--- config.mk ---
export PLATFORM = sky130hd
export DESIGN_NAME = mfrc522_spi_master
export DESIGN_NICKNAME = d
export VERILOG_FILES = /design/src/spi_pkg.sv /design/src/mfrc522_spi_master.sv /design/src/spi_sequencer.sv /design/src/spi_shifter.sv /design/src/spi_clock_gen.sv
export SDC_FILE = /design/constraint.sdc
export NUM_CORES = 1
export LEC_CHECK = 0
export BUFFER_PORTS_ARGS = -buffer_cell sky130_fd_sc_hd__buf_2
export CORE_MARGIN = 5
export CORE_UTILIZATION = 50
export DETAILED_ROUTE_END_ITERATION = 12
export PLACE_DENSITY = 0.68
export SKIP_CTS_REPAIR_TIMING = 1
export SKIP_LAST_GASP = 1
export SLEW_MARGIN = 20
export SYNTH_ARGS = -nofsm -noshare
export SYNTH_HDL_FRONTEND = slang
export SYNTH_SLANG_ARGS = --single-unit
--- constraint.sdc ---
create_clock -name clk -period 5.6 [get_ports clk]
set_clock_uncertainty 0.1 [all_clocks]
set_input_delay 1.12 -clock clk [delete_from_list [all_inputs] [get_ports clk]]
set_output_delay 1.12 -clock clk [all_outputs]
set_load 0.1 [all_outputs]
--- src/spi_pkg.sv ---
`default_nettype none

package spi_pkg;

    // ----------------------------------------------------------------------
    // Frame and divider constants
    // ----------------------------------------------------------------------

    // One SPI byte, the MFRC522 address field and the burst length
    localparam int BYTE_BITS  = 8;
    localparam int ADDR_BITS  = 6;
    localparam int COUNT_BITS = 8;

    // SCK half period in system clocks
    localparam int SCK_HALF_CYCLES = 4;

    // Chip select guard times around the SCK burst
    localparam int CS_SETUP_CYCLES = 2;
    localparam int CS_HOLD_CYCLES  = 2;

    // Byte clocked out while the chip prepares read data
    localparam logic [BYTE_BITS-1:0] DUMMY_BYTE = 8'h00;

    // Counter widths and terminal values
    localparam int DIV_BITS     = (SCK_HALF_CYCLES > 1) ? $clog2(SCK_HALF_CYCLES) : 1;
    localparam int BIT_CNT_BITS = $clog2(BYTE_BITS);
    localparam int TIMER_BITS   = $clog2(CS_SETUP_CYCLES + CS_HOLD_CYCLES + 1);

    localparam logic [DIV_BITS-1:0]     DIV_LAST   = DIV_BITS'(SCK_HALF_CYCLES - 1);
    localparam logic [BIT_CNT_BITS-1:0] BIT_LAST   = BIT_CNT_BITS'(BYTE_BITS - 1);
    localparam logic [TIMER_BITS-1:0]   SETUP_LAST = TIMER_BITS'(CS_SETUP_CYCLES - 1);
    localparam logic [TIMER_BITS-1:0]   HOLD_LAST  = TIMER_BITS'(CS_HOLD_CYCLES - 1);

    // ----------------------------------------------------------------------
    // Types
    // ----------------------------------------------------------------------

    // Becomes the rw bit, MSB of the address byte
    typedef enum logic {
        DIR_WRITE = 1'b0,
        DIR_READ  = 1'b1
    } spi_dir_t;

    typedef enum logic [2:0] {
        ST_IDLE,
        ST_CS_SETUP,
        ST_SEND_ADDR,
        ST_SEND_DUMMY,
        ST_SEND_DATA,
        ST_RECV_DATA,
        ST_CS_HOLD
    } seq_state_t;

    // Count of 0 still moves one byte
    typedef struct packed {
        spi_dir_t               dir;
        logic [ADDR_BITS-1:0]   addr;
        logic [BYTE_BITS-1:0]   data;
        logic [COUNT_BITS-1:0]  count;
    } spi_cmd_t;

    // Master side of the chip interface
    typedef struct packed {
        logic cs_n;
        logic sck;
        logic mosi;
    } spi_pins_t;

endpackage

`default_nettype wire
--- src/mfrc522_spi_master.sv ---
`timescale 1ns/100ps
`default_nettype none

module mfrc522_spi_master (
    input  wire                             clk,
    input  wire                             rst,
    input  wire                             start,
    input  wire  spi_pkg::spi_cmd_t         cmd,
    input  wire                             miso,
    output spi_pkg::spi_pins_t              pins,
    output logic [spi_pkg::BYTE_BITS-1:0]   rd_data,
    output logic                            rd_valid,
    output logic                            busy,
    output logic                            done
);

    // ----------------------------------------------------------------------
    // Internal nets
    // ----------------------------------------------------------------------

    logic                          run;
    logic                          load;
    logic [spi_pkg::BYTE_BITS-1:0] tx_byte;
    logic                          cs_n;
    logic                          sck;
    logic                          mosi;
    logic                          sample_edge;
    logic                          shift_edge;
    logic                          byte_end;

    assign pins = spi_pkg::spi_pins_t'{cs_n: cs_n, sck: sck, mosi: mosi};

    // FSM, chip select and status
    spi_sequencer spi_sequencer_i (
        .clk      (clk),
        .rst      (rst),
        .start    (start),
        .cmd      (cmd),
        .byte_end (byte_end),
        .run      (run),
        .load     (load),
        .tx_byte  (tx_byte),
        .cs_n     (cs_n),
        .rd_valid (rd_valid),
        .busy     (busy),
        .done     (done)
    );

    // SCK divider and bit timing
    spi_clock_gen spi_clock_gen_i (
        .clk         (clk),
        .rst         (rst),
        .run         (run),
        .sck         (sck),
        .sample_edge (sample_edge),
        .shift_edge  (shift_edge),
        .byte_end    (byte_end)
    );

    // MOSI out, MISO in
    spi_shifter spi_shifter_i (
        .clk         (clk),
        .rst         (rst),
        .load        (load),
        .tx_byte     (tx_byte),
        .shift_edge  (shift_edge),
        .sample_edge (sample_edge),
        .byte_end    (byte_end),
        .miso        (miso),
        .mosi        (mosi),
        .rx_byte     (rd_data)
    );

endmodule

`default_nettype wire

--- src/spi_sequencer.sv ---
`timescale 1ns/100ps
`default_nettype none

module spi_sequencer (
    input  wire                             clk,
    input  wire                             rst,
    input  wire                             start,
    input  wire  spi_pkg::spi_cmd_t         cmd,
    input  wire                             byte_end,
    output logic                            run,
    output logic                            load,
    output logic [spi_pkg::BYTE_BITS-1:0]   tx_byte,
    output logic                            cs_n,
    output logic                            rd_valid,
    output logic                            busy,
    output logic                            done
);

    spi_pkg::seq_state_t              state;
    spi_pkg::spi_cmd_t                cmd_q;
    logic [spi_pkg::COUNT_BITS-1:0]   bytes_left;
    logic [spi_pkg::TIMER_BITS-1:0]   timer;
    logic [spi_pkg::BYTE_BITS-1:0]    addr_byte;

    // Address byte is rw, six address bits, then a zero
    assign addr_byte = {cmd_q.dir == spi_pkg::DIR_READ, cmd_q.addr, 1'b0};

    // ----------------------------------------------------------------------
    // Transaction FSM
    // ----------------------------------------------------------------------

    always_ff @(posedge clk) begin
        if (rst) begin
            state      <= spi_pkg::ST_IDLE;
            bytes_left <= '0;
            timer      <= '0;
            done       <= 1'b0;
            rd_valid   <= 1'b0;
        end else begin
            done     <= 1'b0;
            rd_valid <= byte_end && (state == spi_pkg::ST_RECV_DATA);
            case (state)
                spi_pkg::ST_IDLE: begin
                    // A start while busy never reaches this branch
                    if (start) begin
                        timer <= '0;
                        if (cmd.count == '0) begin
                            bytes_left <= spi_pkg::COUNT_BITS'(1);
                        end else begin
                            bytes_left <= cmd.count;
                        end
                        state <= spi_pkg::ST_CS_SETUP;
                    end
                end
                spi_pkg::ST_CS_SETUP: begin
                    if (timer == spi_pkg::SETUP_LAST) begin
                        timer <= '0;
                        state <= spi_pkg::ST_SEND_ADDR;
                    end else begin
                        timer <= timer + 1'b1;
                    end
                end
                spi_pkg::ST_SEND_ADDR: begin
                    if (byte_end) begin
                        if (cmd_q.dir == spi_pkg::DIR_READ) begin
                            state <= spi_pkg::ST_SEND_DUMMY;
                        end else begin
                            state <= spi_pkg::ST_SEND_DATA;
                        end
                    end
                end
                spi_pkg::ST_SEND_DUMMY: begin
                    if (byte_end) begin
                        state <= spi_pkg::ST_RECV_DATA;
                    end
                end
                spi_pkg::ST_SEND_DATA, spi_pkg::ST_RECV_DATA: begin
                    // Data phases share the countdown
                    if (byte_end) begin
                        bytes_left <= bytes_left - 1'b1;
                        if (bytes_left == spi_pkg::COUNT_BITS'(1)) begin
                            state <= spi_pkg::ST_CS_HOLD;
                        end
                    end
                end
                spi_pkg::ST_CS_HOLD: begin
                    if (timer == spi_pkg::HOLD_LAST) begin
                        timer <= '0;
                        done  <= 1'b1;
                        state <= spi_pkg::ST_IDLE;
                    end else begin
                        timer <= timer + 1'b1;
                    end
                end
                default: state <= spi_pkg::ST_IDLE;
            endcase
        end
    end

    // Command copy, data byte reused for every write beat
    always_ff @(posedge clk) begin
        if ((state == spi_pkg::ST_IDLE) && start) begin
            cmd_q <= cmd;
        end
    end

    // ----------------------------------------------------------------------
    // Byte choice and pin level outputs
    // ----------------------------------------------------------------------

    always_comb begin
        case (state)
            spi_pkg::ST_CS_SETUP, spi_pkg::ST_SEND_ADDR: tx_byte = addr_byte;
            spi_pkg::ST_SEND_DATA:                        tx_byte = cmd_q.data;
            default:                                      tx_byte = spi_pkg::DUMMY_BYTE;
        endcase
    end

    // Address goes in once, first setup cycle
    assign load = (state == spi_pkg::ST_CS_SETUP) && (timer == '0);

    assign run = (state == spi_pkg::ST_SEND_ADDR) || (state == spi_pkg::ST_SEND_DUMMY) ||
                 (state == spi_pkg::ST_SEND_DATA) || (state == spi_pkg::ST_RECV_DATA);

    assign cs_n = (state == spi_pkg::ST_IDLE);
    assign busy = (state != spi_pkg::ST_IDLE);

endmodule

`default_nettype wire

--- src/spi_shifter.sv ---
`timescale 1ns/100ps
`default_nettype none

module spi_shifter (
    input  wire                             clk,
    input  wire                             rst,
    input  wire                             load,
    input  wire  [spi_pkg::BYTE_BITS-1:0]   tx_byte,
    input  wire                             shift_edge,
    input  wire                             sample_edge,
    input  wire                             byte_end,
    input  wire                             miso,
    output logic                            mosi,
    output logic [spi_pkg::BYTE_BITS-1:0]   rx_byte
);

    logic [spi_pkg::BYTE_BITS-1:0] tx_sr;
    logic [spi_pkg::BYTE_BITS-1:0] rx_sr;
    logic                          reload_pending;

    // ----------------------------------------------------------------------
    // Transmit side
    // ----------------------------------------------------------------------

    // Set by a finished byte, the next fall brings in the new byte
    always_ff @(posedge clk) begin
        if (rst) begin
            reload_pending <= 1'b0;
        end else if (load) begin
            reload_pending <= 1'b0;
        end else if (byte_end) begin
            reload_pending <= 1'b1;
        end else if (shift_edge) begin
            reload_pending <= 1'b0;
        end
    end

    // MSB first, cleared so MOSI idles low out of reset
    always_ff @(posedge clk) begin
        if (rst) begin
            tx_sr <= '0;
        end else if (load) begin
            tx_sr <= tx_byte;
        end else if (shift_edge) begin
            if (reload_pending) begin
                tx_sr <= tx_byte;
            end else begin
                tx_sr <= {tx_sr[spi_pkg::BYTE_BITS-2:0], 1'b0};
            end
        end
    end

    assign mosi = tx_sr[spi_pkg::BYTE_BITS-1];

    // ----------------------------------------------------------------------
    // Receive side
    // ----------------------------------------------------------------------

    always_ff @(posedge clk) begin
        if (sample_edge) begin
            rx_sr <= {rx_sr[spi_pkg::BYTE_BITS-2:0], miso};
        end
        // Complete byte includes the bit sampled on this edge
        if (byte_end) begin
            rx_byte <= {rx_sr[spi_pkg::BYTE_BITS-2:0], miso};
        end
    end

endmodule

`default_nettype wire

--- src/spi_clock_gen.sv ---
`timescale 1ns/100ps
`default_nettype none

module spi_clock_gen (
    input  wire  clk,
    input  wire  rst,
    input  wire  run,
    output logic sck,
    output logic sample_edge,
    output logic shift_edge,
    output logic byte_end
);

    logic [spi_pkg::DIV_BITS-1:0]     div_cnt;
    logic [spi_pkg::BIT_CNT_BITS-1:0] bit_cnt;
    logic                             tick;

    // ----------------------------------------------------------------------
    // Edge strobes
    // ----------------------------------------------------------------------

    // Last clock of a half period, SCK flips on this edge
    assign tick = run && (div_cnt == spi_pkg::DIV_LAST);

    // Mode 0: rise samples, fall shifts
    assign sample_edge = tick && !sck;
    assign shift_edge  = tick && sck;

    // Eighth rise of the byte
    assign byte_end = sample_edge && (bit_cnt == spi_pkg::BIT_LAST);

    // ----------------------------------------------------------------------
    // Divider and bit counter
    // ----------------------------------------------------------------------

    always_ff @(posedge clk) begin
        if (rst || !run) begin
            // SCK parks low between bursts
            div_cnt <= '0;
            bit_cnt <= '0;
            sck     <= 1'b0;
        end else if (tick) begin
            div_cnt <= '0;
            sck     <= ~sck;
            // Count bits on the rising half only
            if (!sck) begin
                if (bit_cnt == spi_pkg::BIT_LAST) begin
                    bit_cnt <= '0;
                end else begin
                    bit_cnt <= bit_cnt + 1'b1;
                end
            end
        end else begin
            div_cnt <= div_cnt + 1'b1;
        end
    end

endmodule

`default_nettype wire

# == Word-level counts from Yosys, hierarchy flattened ==
# Cells that the tools add are included.
# Widths: inputs -> output; s select.
# op_classes
n_addsub,4
n_reduce_logical,31
n_eq_ne,17
bitwise_logic,2
mux,24
# op_table
operator,count
$mux 8,6
$mux 3,11
$pmux 8 s2,2
$pmux 3 s6,1
$eq 3x3->1 const B,4
$ne 2x1->1 const B,6
$reduce_or 2->1,6
$eq 8x1->1 const B,1
$logic_not 8->1,1
$reduce_bool 2->1,4
$sub 8x1->8 const B,1
$logic_and 1x1->1,7
$reduce_and 7->1,1
$add 3x1->3 const B,2
$eq 3x1->1 const B,2
$eq 3x2->1 const B,2
$logic_not 3->1,2
$pmux 3 s2,1
$logic_or 1x1->1,4
$reduce_and 2->1,2
$mux 1,3
$reduce_and 3->1,1
$reduce_bool 3->1,1
$add 2x1->2 const B,1
4 further kinds,6
# word_totals
register_bits,61
inputBits,27

# == Depth between registers and ports, before layout ==
# Gate-level depths: netlist (run 1).
# depth
word_depth,9
ltp_mapped,8

# == By module ==
# Synthesis (run 1) repeated with hierarchy kept, for this count alone.
# hier_totals
cells_unflattened,273
hier_area_um2,2889.0
# by_module_without_submodules
module,area_each_um2,cells_each,instances
spi_sequencer,1665.3,178,1
spi_shifter,900.9,65,1
spi_clock_gen,300.3,27,1
mfrc522_spi_master,22.5,3,1

# == Worst setup path after synthesis (run 1) ==
# OpenSTA, ideal clock, no wires.
# synth_timing
path_type,register to output
from,register spi_sequencer_i.state[1]
to,output pins[2] (netlist bit)
required_ns,4.380
path_buffers,3
path_slack_ns,2.610
t_arrival_ns,1.770
path_stages_with_launch,6
path_cell_list,dfxtp_1 -> buf_4 -> buf_2 -> or3_1 -> inv_1 -> buf_4
# synth_via
elab_chain_len,1
# synth_lines
item,line,source
"start, declared",spi_sequencer.sv:19,spi_pkg::seq_state_t state;
"start signal, assigned",spi_sequencer.sv:34,state <= spi_pkg::ST_IDLE;
"start signal, assigned",spi_sequencer.sv:52,state <= spi_pkg::ST_CS_SETUP;
"start signal, assigned",spi_sequencer.sv:58,state <= spi_pkg::ST_SEND_ADDR;
$logic_not 3->1,spi_sequencer.sv:125,assign cs_n = (state == spi_pkg::ST_IDLE);
"end, declared",mfrc522_spi_master.sv:10,"output spi_pkg::spi_pins_t pins,"
# Every way passes these cells.

==> results of run 1 <==
-- metrics by stage --
stage,instances,hold slack [ps],setup slack (ps),area [sq um]
finish,358,320,2560,3130
floorplan,244,300,2610,2730
CTS,358,321,2540,3130
global route,358,340,2460,3130
detailed placement,342,306,2930,2930
global placement,342,303,2940,2930
-- cell families (layout without fill, tap and decap cells) --
group | count (synthesis) | in the layout | synth area share, %
AND/OR/NAND/NOR | 79 | 79 | 17.0
XOR/XNOR | 1 | 1 | 0.596
AO/OA/AOI/OAI | 77 | 77 | 19.5
buffers and inverters | 19 | 61 | 4.17
multiplexers | 2 | 2 | 0.733
flip-flops | 61 | 61 | 55.7
adder cells (fa/ha/maj) | 5 | 5 | 2.29
-- routing by layer --
metal / GRT usage [%] / wire (microns) / vias up
li1: - / - / 995
met1: 19.7 / 2360 / 904
met2: 22.1 / 2170 / 50
met3: 6.32 / 328 / 11
met4: 7.16 / 121 / 0
met5: 0 / 0 / -
-- power by group --
| part | total, mW | switching [mW] | internal, mW |
|---|---|---|---|
| Combinational | 0.487 | 0.321 | 0.166 |
| Sequential | 0.599 | 0.0652 | 0.534 |
| Clock | 0.385 | 0.178 | 0.206 |
| Total | 1.47 | 0.565 | 0.907 |
-- registers in the layout, indices dropped and copies added, names as in the netlist, 3 cells and up --
signal	count
spi_sequencer_i.state	3
spi_shifter_i.rx_sr	7
spi_clock_gen_i.bit_cnt	3
spi_sequencer_i.addr_byte	7
spi_sequencer_i.timer	3
spi_shifter_i.tx_sr	8
spi_sequencer_i.bytes_left	8
spi_sequencer_i.cmd_q	8
spi_shifter_i.rx_byte	8
-- layout make-up --
| cell class | instances | area [sq um] |
|---|---|---|
| Clock buffer | 9 | 124 |
| Clock inverter | 7 | 75.1 |
| Fill cell | 463 | 2280 |
| Inverter | 4 | 15.0 |
| Multi-Input combinational cell | 164 | 1090 |
| Sequential cell | 61 | 1520 |
| Tap cell | 72 | 90.1 |
| Timing Repair Buffer | 41 | 208 |
-- placed cells by master (no fill, tap or decap), drive strengths merged, types with 3 or more instances in the layout --
| master | netlist | routed |
|---|---|---|
| nand2b | 8 | 8 |
| dfxtp | 31 | 31 |
| buf | 11 | 41 |
| nor4b | 3 | 3 |
| inv | 4 | 5 |
| a21oi | 28 | 28 |
| nor4 | 4 | 4 |
| o21ai | 16 | 16 |
| nor3b | 3 | 3 |
| a211oi | 3 | 3 |
| nand3 | 3 | 3 |
| a221o | 7 | 7 |
| ha | 5 | 5 |
| a31oi | 3 | 3 |
| o211ai | 7 | 7 |
| clkbuf | 4 | 9 |
| nor2 | 20 | 20 |
| edfxtp | 30 | 30 |
| nand2 | 19 | 19 |
| nor3 | 6 | 6 |
| clkinvlp | 0 | 3 |
-- final timing paths --
kind	from	end	slack, ps
worst max-delay path	spi_sequencer_i.state[2]$_SDFFE_PP0P_	pins[2]	2560
worst min-delay path	spi_shifter_i.rx_sr[6]$_DFFE_PN_	spi_shifter_i.rx_byte[7]$_DFFE_PP_	320
worst max register to register	spi_sequencer_i.state[2]$_SDFFE_PP0P_	spi_sequencer_i.bytes_left[1]$_SDFFE_PP0P_	3300
worst min register to register	spi_shifter_i.rx_sr[6]$_DFFE_PN_	spi_shifter_i.rx_byte[7]$_DFFE_PP_	320
==> impl_metrics.py, run 1 <==
metrics = {
    "sta": {
        "rsz0062_at_grt": "no",
        "slew_violations": 0,
        "post-route-period-util_pct": 54.3,
        "final.setup.tns_ps": 0,
        "period_needed_ps": 3040,
        "setup_viol": 0,
        "hold_viol": 0,
        "max_freq_ghz": 0.329,
        "max-slew-margin-rel_pct": 42.6,
        "worst_slew_pin_slew_ps": 858,
    },
    "layout": {
        "post-route-util_pct": 57.9,
        "n_antenna_cell": 0,
        "num-nets-final": 313,
        "drive_gt1_share_pct": 25.2,
        "areaGrowthSynthToFinish_pct": 14.6,
    },
    "clocking": {
        "root_buffer": "clkbuf_8",
        "clk-insertion-delay-late_ps": 340,
        "cts_tree": "done",
        "h-tree-depth": 3,
        "clockBufferDepth": 2,
        "numCtsBuffers": 9,
        "clk_pin_slew_worst_paths_ps": 70,
        "cts.sinks": 61,
    },
    "drt": {
        "antenna_left": 0,
        "drt_iter0_markers": 126,
        "routed_wirelength_microns": 4980,
        "post_drt_via_cell_ratio": 5.47,
        "drt-pass1-iter-count": 4,
        "wl_per_cell_microns": 13.9,
        "vias": 1960,
        "drcViolationCount": 0,
    },
    "global_routing": {
        "grt_use_total_pct": 15.2,
        "grt-ovfl-total": 0,
        "grt_antenna_before_repair": 0,
        "grt_pass1_wl_microns": 8430,
        "grt_pass1_vias": 1831,
        "grt_max_degree": 27,
    },
    "logic_synthesis": {
        "ys_top_cells_by_count": "31 x dfxtp_1, 30 x edfxtp_1, 26 x a21oi_1",
        "synth_cells": 244,
        "yosysTopAreaCellShare_pct": 33.0,
        "syn_area_sq_um": 2730,
        "ys_seq_area_share_pct": 55.7,
        "async_flop_share_pct": 0,
        "syn_nets": 276,
        "ys_ff_latch": 61,
        "yosysWarningCount": 0,
        "synthTopCellsByArea": "edfxtp_1 33%, dfxtp_1 23%, a21oi_1 4.8%, nand2_1 2.6%, nor2_1 2.6%",
        "syn_avg_cell_area_sq_um": 11.2,
        "synth_flop_cell": "dfxtp_1",
        "yosysTopAreaCell": "edfxtp_1",
        "synth.distinct_cells": 52,
        "synth_edf_count": 30,
        "yosysMostFrequentCell": "dfxtp_1",
    },
    "floorplanning": {
        "start_util_pct": 50.5,
        "core_sq_um": 5410,
        "die_y_microns": 83.9,
        "io-pin-count": 41,
        "core.rowCount": 27,
        "die-area_sq_um": 7040,
        "die_w_microns": 83.9,
    },
    "power": {
        "ir_drop_mv": 0.387,
        "powerDensity_nw_per_um2": 470,
        "p_leak_nw": 1.13,
        "finalPower_mw": 1.47,
    },
    "worst_setup_path": {
        "crit_required_ps": 4380,
        "endpoint_kind": "output port",
        "critPathKind": "flop to output port",
        "worst-path-buf-inv": 2,
        "worstPathCellList": "or3_1 -> inv_1 -> buf_2",
        "start_kind": "flop",
        "crit_fanout": 16,
        "path_depth": 3,
        "max_stage_delay_ps": 520,
        "arrival_ps": 1820,
        "worstRegToRegCells": 5,
        "cp_slowest_cell": "dfxtp_1",
        "critPathTopFamily": "flip-flops",
    },
    "min_path": {
        "hold_path.class": "flop to flop",
        "holdPathStages": 0,
    },
    "place": {
        "hpwl_microns": 3390,
        "gp_congestion": 0.853,
        "portBuffers": 40,
    },
    "outcome": {
        "status": "finished, final reports clean",
    },
    "run": {
        "max_cap_violations": 0,
    },
}
Note: power is estimated with default switching activity, not from simulation.
==> run 2: changes to the inputs <==
- PLACE_DENSITY: 0.68 -> 0.71
- clock period: 5.6 -> 2.5 ns (I/O delays scaled with it)
==> run 2 against run 1 <==
Effect of this change: global-route usage up 0.24 points; wire length grew 2.3%; count of clock-buffer cells in the layout unchanged; first-iteration DRC count decreased by 8.7%; sequential share of layout area down 0.69 points; hold slack worse by 73 ps; largest cell class unchanged.
==> impl_metrics.py, run 2 (synthesis results as in run 1) <==
metrics = {
    "outcome": {
        "status": "finished, final reports clean",
    },
    "global_routing": {
        "grt_use_total_pct": 15.5,
        "grt_pass1_vias": 1882,
        "grt_max_degree": 27,
        "grt_pass1_wl_microns": 8740,
        "grt-ovfl-total": 0,
        "grt_antenna_before_repair": 0,
    },
    "sta": {
        "slew_violations": 0,
        "rsz0062_at_grt": "no",
        "period_needed_ps": 2360,
        "post-route-period-util_pct": 94.3,
        "final.setup.tns_ps": 0,
        "worst_slew_pin_slew_ps": 675,
        "whs_ps": 247,
        "hold_viol": 0,
        "setup_viol": 0,
        "max-slew-margin-rel_pct": 54.9,
        "max_freq_ghz": 0.424,
    },
    "worst_setup_path": {
        "arrival_ps": 1760,
        "worstPathCellList": "or3_1 -> inv_1 -> buf_2",
        "start_kind": "flop",
        "cp_slowest_cell": "dfxtp_1",
        "endpoint_kind": "output port",
        "max_stage_delay_ps": 520,
        "crit_fanout": 17,
        "critPathKind": "flop to output port",
        "crit_required_ps": 1900,
    },
    "floorplanning": {
        "core_sq_um": 5410,
        "die_w_microns": 83.9,
        "die_y_microns": 83.9,
        "core.rowCount": 27,
        "io-pin-count": 41,
        "start_util_pct": 50.5,
        "die-area_sq_um": 7040,
    },
    "layout": {
        "fin_cells": 364,
        "drive_gt1_share_pct": 26.7,
        "final_common_cell": "buf_2",
        "num-nets-final": 319,
        "post-route-util_pct": 58.7,
        "areaGrowthSynthToFinish_pct": 16.2,
        "final_cell_mix": "40 x buf_2, 31 x dfxtp_1, 30 x edfxtp_1",
        "n_antenna_cell": 0,
    },
    "clocking": {
        "root_buffer": "clkbuf_8",
        "clk-insertion-delay-late_ps": 330,
        "h-tree-depth": 3,
        "cts.sinks": 61,
        "cts_tree": "done",
        "clockBufferDepth": 2,
        "numCtsBuffers": 9,
        "clk_pin_slew_worst_paths_ps": 80,
    },
    "power": {
        "swShare_pct": 38.1,
        "powerDensity_nw_per_um2": 1050,
        "p_seq_share_pct": 39.8,
        "p_int_mw": 2.06,
        "p_switching_mw": 1.27,
        "combinationalPowerShare_pct": 34.4,
        "clkPwrFrac_pct": 25.8,
        "ir_drop_mv": 0.902,
        "p_leak_nw": 1.16,
    },
    "place": {
        "hpwl_microns": 3520,
        "portBuffers": 40,
        "dpl.cell_count": 348,
        "gp_congestion": 0.791,
    },
    "drt": {
        "drt-pass1-iter-count": 5,
        "post_drt_via_cell_ratio": 5.45,
        "routed_wirelength_microns": 5100,
        "antenna_left": 0,
        "drt_iter0_markers": 115,
        "wl_per_cell_microns": 14.0,
        "drcViolationCount": 0,
        "vias": 1985,
    },
    "min_path": {
        "hold_path.class": "input pin to flop",
    },
    "run": {
        "max_cap_violations": 0,
    },
}
run 2: cell count changes in the layout (fill, tap and decap cells not counted), sizes merged:
cell / previous run / this run
buf: 41 / 47
run 2: final timing paths:
path,from,to,slack [ps],cells past startpoint
setup / recovery,spi_sequencer_i.state[1]$_SDFFE_PP0P_,pins[2],140,3
hold / removal,cmd[16],spi_sequencer_i.addr_byte[1]$_DFFE_PP_,250,1
setup reg to reg,spi_sequencer_i.state[1]$_SDFFE_PP0P_,spi_sequencer_i.timer[1]$_SDFFE_PP0P_,490,5
hold reg to reg,spi_shifter_i.rx_sr[6]$_DFFE_PN_,spi_shifter_i.rx_byte[7]$_DFFE_PP_,320,0
run 2: critical path, delay by kind of cell (launching register included):
kind | cells | cell delay, ps
DFF | 1 | 520
buffers and inverters | 2 | 470
and+or+nand+nor | 1 | 430
run 2: metal layers:
layer | part of all wire [%] | up-vias | track usage [%]
met5 | 0 | - | 0
met2 | 47 | 46 | 23.4
met3 | 5.4 | 4 | 4.94
met1 | 47 | 926 | 20.5
li1 | - | 1009 | -
met4 | 0.82 | 0 | 6.43
run 2: stage by stage:
| stage | total power, mW | setup slack, ps | cell area [sq um] |
|---|---|---|---|
| 2_1_floorplan | 2.28 | 130 | 2730 |
| 3_3_place_gp | 2.47 | 507 | 2970 |
| 3_5_place_dp | 2.49 | 480 | 2970 |
| 4_1_cts | 3.35 | 122 | 3170 |
| 5_1_grt | 3.54 | 54.5 | 3170 |
| 6_report | 3.32 | 142 | 3170 |
run 2: layout make-up:
type | instances | area, sq um
clock inverter | 7 | 75.1
timing repair buffer | 47 | 253
tap | 72 | 90.1
inverter | 4 | 15.0
fill | 465 | 2230
clock buffer | 9 | 124
sequential | 61 | 1520
multi-input combinational | 164 | 1090
run 2: power groups by stage:
| stage | clock (mW) | combinational, mW | sequential, mW |
|---|---|---|---|
| after floorplan | 0 | 1.01 | 1.27 |
| after global placement | 0 | 1.13 | 1.34 |
| after detailed placement | 0 | 1.14 | 1.34 |
| after CTS | 0.883 | 1.15 | 1.32 |
| after global routing | 0.934 | 1.26 | 1.34 |
| final | 0.859 | 1.14 | 1.32 |
==> run 3: changes to the inputs <==
- ABC_AREA: not set -> 1
==> run 3 against run 2 <==
Effect of this change: global-route usage increased by 1.0 points; critical path depth increased by 1; hold slack got worse by 5.2 ps.
==> impl_metrics.py, run 3 <==
metrics = {
    "global_routing": {
        "grt_use_total_pct": 16.5,
        "grt_antenna_before_repair": 0,
        "grt_max_degree": 18,
        "grt-ovfl-total": 0,
        "grt_pass1_wl_microns": 9400,
        "grt_pass1_vias": 2055,
    },
    "logic_synthesis": {
        "yosysTopAreaCell": "edfxtp_1",
        "synth_fa_ha_area_share_pct": 2.24,
        "synthMuxAreaShare_pct": 0,
        "synth_compound_area_share_pct": 7.35,
        "synthTopCellsByArea": "edfxtp_1 32%, dfxtp_1 22%, nand2_1 10%, nand3_1 5.7%, inv_1 5.1%",
        "syn_nets": 348,
        "syn_avg_cell_area_sq_um": 8.83,
        "ys_ff_latch": 61,
        "synth_cells": 316,
        "synth-xor-area-share_pct": 0.628,
        "ys_top_cells_by_count": "75 x nand2_1, 38 x inv_1, 34 x nor2_1",
        "yosysTopAreaCellShare_pct": 32.3,
        "synth.distinct_cells": 31,
        "synth_top_family_by_area": "simple AND/OR/NAND/NOR gates",
        "yosysMostFrequentCell": "nand2_1",
        "synth-simple-area-share_pct": 27.5,
        "synth_flop_cell": "dfxtp_1",
        "synth_edf_count": 30,
        "syn_area_sq_um": 2790,
        "yosysWarningCount": 0,
        "ys_seq_area_share_pct": 54.5,
        "async_flop_share_pct": 0,
    },
    "drt": {
        "drt_iter0_markers": 140,
        "drt-pass1-iter-count": 4,
        "wl_per_cell_microns": 12.1,
        "antenna_left": 0,
        "drcViolationCount": 0,
        "post_drt_via_cell_ratio": 4.86,
        "routed_wirelength_microns": 5290,
        "vias": 2132,
    },
    "clocking": {
        "cts_tree": "done",
        "root_buffer": "clkbuf_8",
        "cts.sinks": 61,
        "clockBufferDepth": 2,
        "numCtsBuffers": 9,
        "clk-insertion-delay-late_ps": 330,
        "h-tree-depth": 3,
        "clk_pin_slew_worst_paths_ps": 60,
    },
    "power": {
        "p_switching_mw": 1.33,
        "p_leak_nw": 1.49,
        "combinationalPowerShare_pct": 38.1,
        "ir_drop_mv": 0.483,
        "clkPwrFrac_pct": 21.0,
        "powerDensity_nw_per_um2": 1040,
        "p_int_mw": 1.99,
        "swShare_pct": 40.2,
        "p_seq_share_pct": 40.9,
    },
    "layout": {
        "num-nets-final": 394,
        "post-route-util_pct": 58.3,
        "fin_cells": 439,
        "final_common_cell": "nand2_1",
        "drive_gt1_share_pct": 19.9,
        "final_area_sq_um": 3190,
        "n_antenna_cell": 0,
        "areaGrowthSynthToFinish_pct": 14.3,
        "final_cell_mix": "75 x nand2_1, 40 x buf_2, 38 x inv_1",
    },
    "sta": {
        "hold_viol": 0,
        "setup_viol": 0,
        "max-slew-margin-rel_pct": 67.3,
        "max_freq_ghz": 0.452,
        "rsz0062_at_grt": "no",
        "slew_violations": 0,
        "final.setup.tns_ps": 0,
        "post-route-period-util_pct": 88.4,
        "worst_slew_pin_slew_ps": 493,
        "period_needed_ps": 2210,
    },
    "floorplanning": {
        "die_w_microns": 84.7,
        "core.rowCount": 27,
        "die-area_sq_um": 7180,
        "start_util_pct": 51.0,
        "die_y_microns": 84.7,
        "io-pin-count": 41,
        "core_sq_um": 5470,
    },
    "worst_setup_path": {
        "worst-path-buf-inv": 2,
        "start_kind": "flop",
        "reg2reg_to": "spi_sequencer_i.state[2]$_SDFFE_PP0P_",
        "worstRegToRegCells": 9,
        "path_depth": 4,
        "cp-endpoint": "pins[2]",
        "reg2reg_slack_ps": 720,
        "crit_fanout": 6,
        "crit_required_ps": 1900,
        "critPathKind": "flop to output port",
        "r2r_start": "spi_sequencer_i.state[2]$_SDFFE_PP0P_",
        "crit_start": "spi_sequencer_i.state[1]$_SDFFE_PP0P_",
        "max_stage_delay_ps": 460,
        "cp_slowest_cell": "buf_2",
        "endpoint_kind": "output port",
        "arrival_ps": 1610,
        "critPathTopFamily": "buffers and inverters",
        "worstPathCellList": "nor2_1 -> nand2_1 -> inv_1 -> buf_2",
    },
    "place": {
        "hpwl_microns": 3860,
        "gp_congestion": 0.819,
        "dpl_cell_area_sq_um": 3040,
        "dpl.cell_count": 423,
        "portBuffers": 40,
    },
    "outcome": {
        "status": "finished, final reports clean",
    },
    "min_path": {
        "hold_path.class": "input pin to flop",
    },
    "run": {
        "max_cap_violations": 0,
    },
}
## run 3: changes by cell type in the layout (fill, tap and decap cells not counted), sizes merged, moves of 4 or more
| cell | change |
|---|---|
| nand2 | +62 |
| inv | +36 |
| nand3 | +30 |
| a21oi | -17 |
| nor2 | +15 |
| nand2b | -8 |
| a221o | -7 |
| o211ai | -6 |
| or2 | +6 |
| buf | -5 |
| nor4 | -4 |
## run 3: worst register-to-register path, delay by kind of cell (launching register included)
family / cells / cell delay (ps)
AOI/OAI and AO/OA: 1 / 180
buffers and inverters: 1 / 390
DFF: 1 / 440
and+or+nand+nor: 7 / 570
## run 3: worst min-delay path by stage
stage | to | startpoint | cells after the start | slack [ps]
after detailed placement | spi_clock_gen_i.div_cnt[0]$_SDFF_PP0_ | spi_clock_gen_i.div_cnt[0]$_SDFF_PP0_ | 1 | 330
final | spi_sequencer_i.addr_byte[5]$_DFFE_PP_ | cmd[20] | 1 | 240
after floorplan | spi_shifter_i.rx_byte[7]$_DFFE_PP_ | spi_shifter_i.rx_sr[6]$_DFFE_PN_ | 0 | 300
after global routing | spi_sequencer_i.cmd_q[13]$_DFFE_PP_ | cmd[13] | 1 | 220
after global placement | spi_shifter_i.rx_byte[7]$_DFFE_PP_ | spi_shifter_i.rx_sr[6]$_DFFE_PN_ | 0 | 310
after CTS | spi_sequencer_i.addr_byte[5]$_DFFE_PP_ | cmd[20] | 1 | 230
## run 3: cells by family (layout without fill, tap and decap cells)
logic type / count (synthesis) / after routing
AO/OA/AOI/OAI: 33 / 33
XOR/XNOR: 2 / 2
adder cells (fa/ha/maj): 5 / 5
buffers and inverters: 48 / 99
flip-flops: 61 / 61
AND/OR/NAND/NOR: 167 / 167
## run 3: final cells by class
class                   count  area (sq um)
fillers                   499          2280
clock inverters             5          20.0
clock buffers              11           131
multi-input cells         207          1060
repair buffers             42           215
flip-flops and latches     61          1520
inverters                  41           154
well taps                  72          90.1
## run 3: metrics by stage
| step | total power [mW] | setup slack (ps) | hold slack, ps |
|---|---|---|---|
| floorplan | 2.43 | 135 | 300 |
| global placement | 2.63 | 711 | 314 |
| detailed placement | 2.64 | 643 | 331 |
| CTS | 3.36 | 273 | 226 |
| global route | 3.59 | 183 | 219 |
| finish | 3.32 | 289 | 242 |
## run 3: power groups by stage
stage	combinational, mW	sequential, mW	clock, mW
floorplan	1.08	1.35	0
global placement	1.26	1.37	0
detailed placement	1.27	1.38	0
CTS	1.27	1.36	0.725
global route	1.43	1.39	0.768
finish	1.27	1.36	0.696
## run 3: metal layers
| layer | vias up | GRT usage, % | wire (microns) |
|---|---|---|---|
| met5 | - | 0 | 0 |
| met4 | 0 | 6.04 | 73 |
| met3 | 8 | 5.69 | 232 |
| met2 | 38 | 26.9 | 2670 |
| met1 | 962 | 20.1 | 2320 |
| li1 | 1124 | - | - |
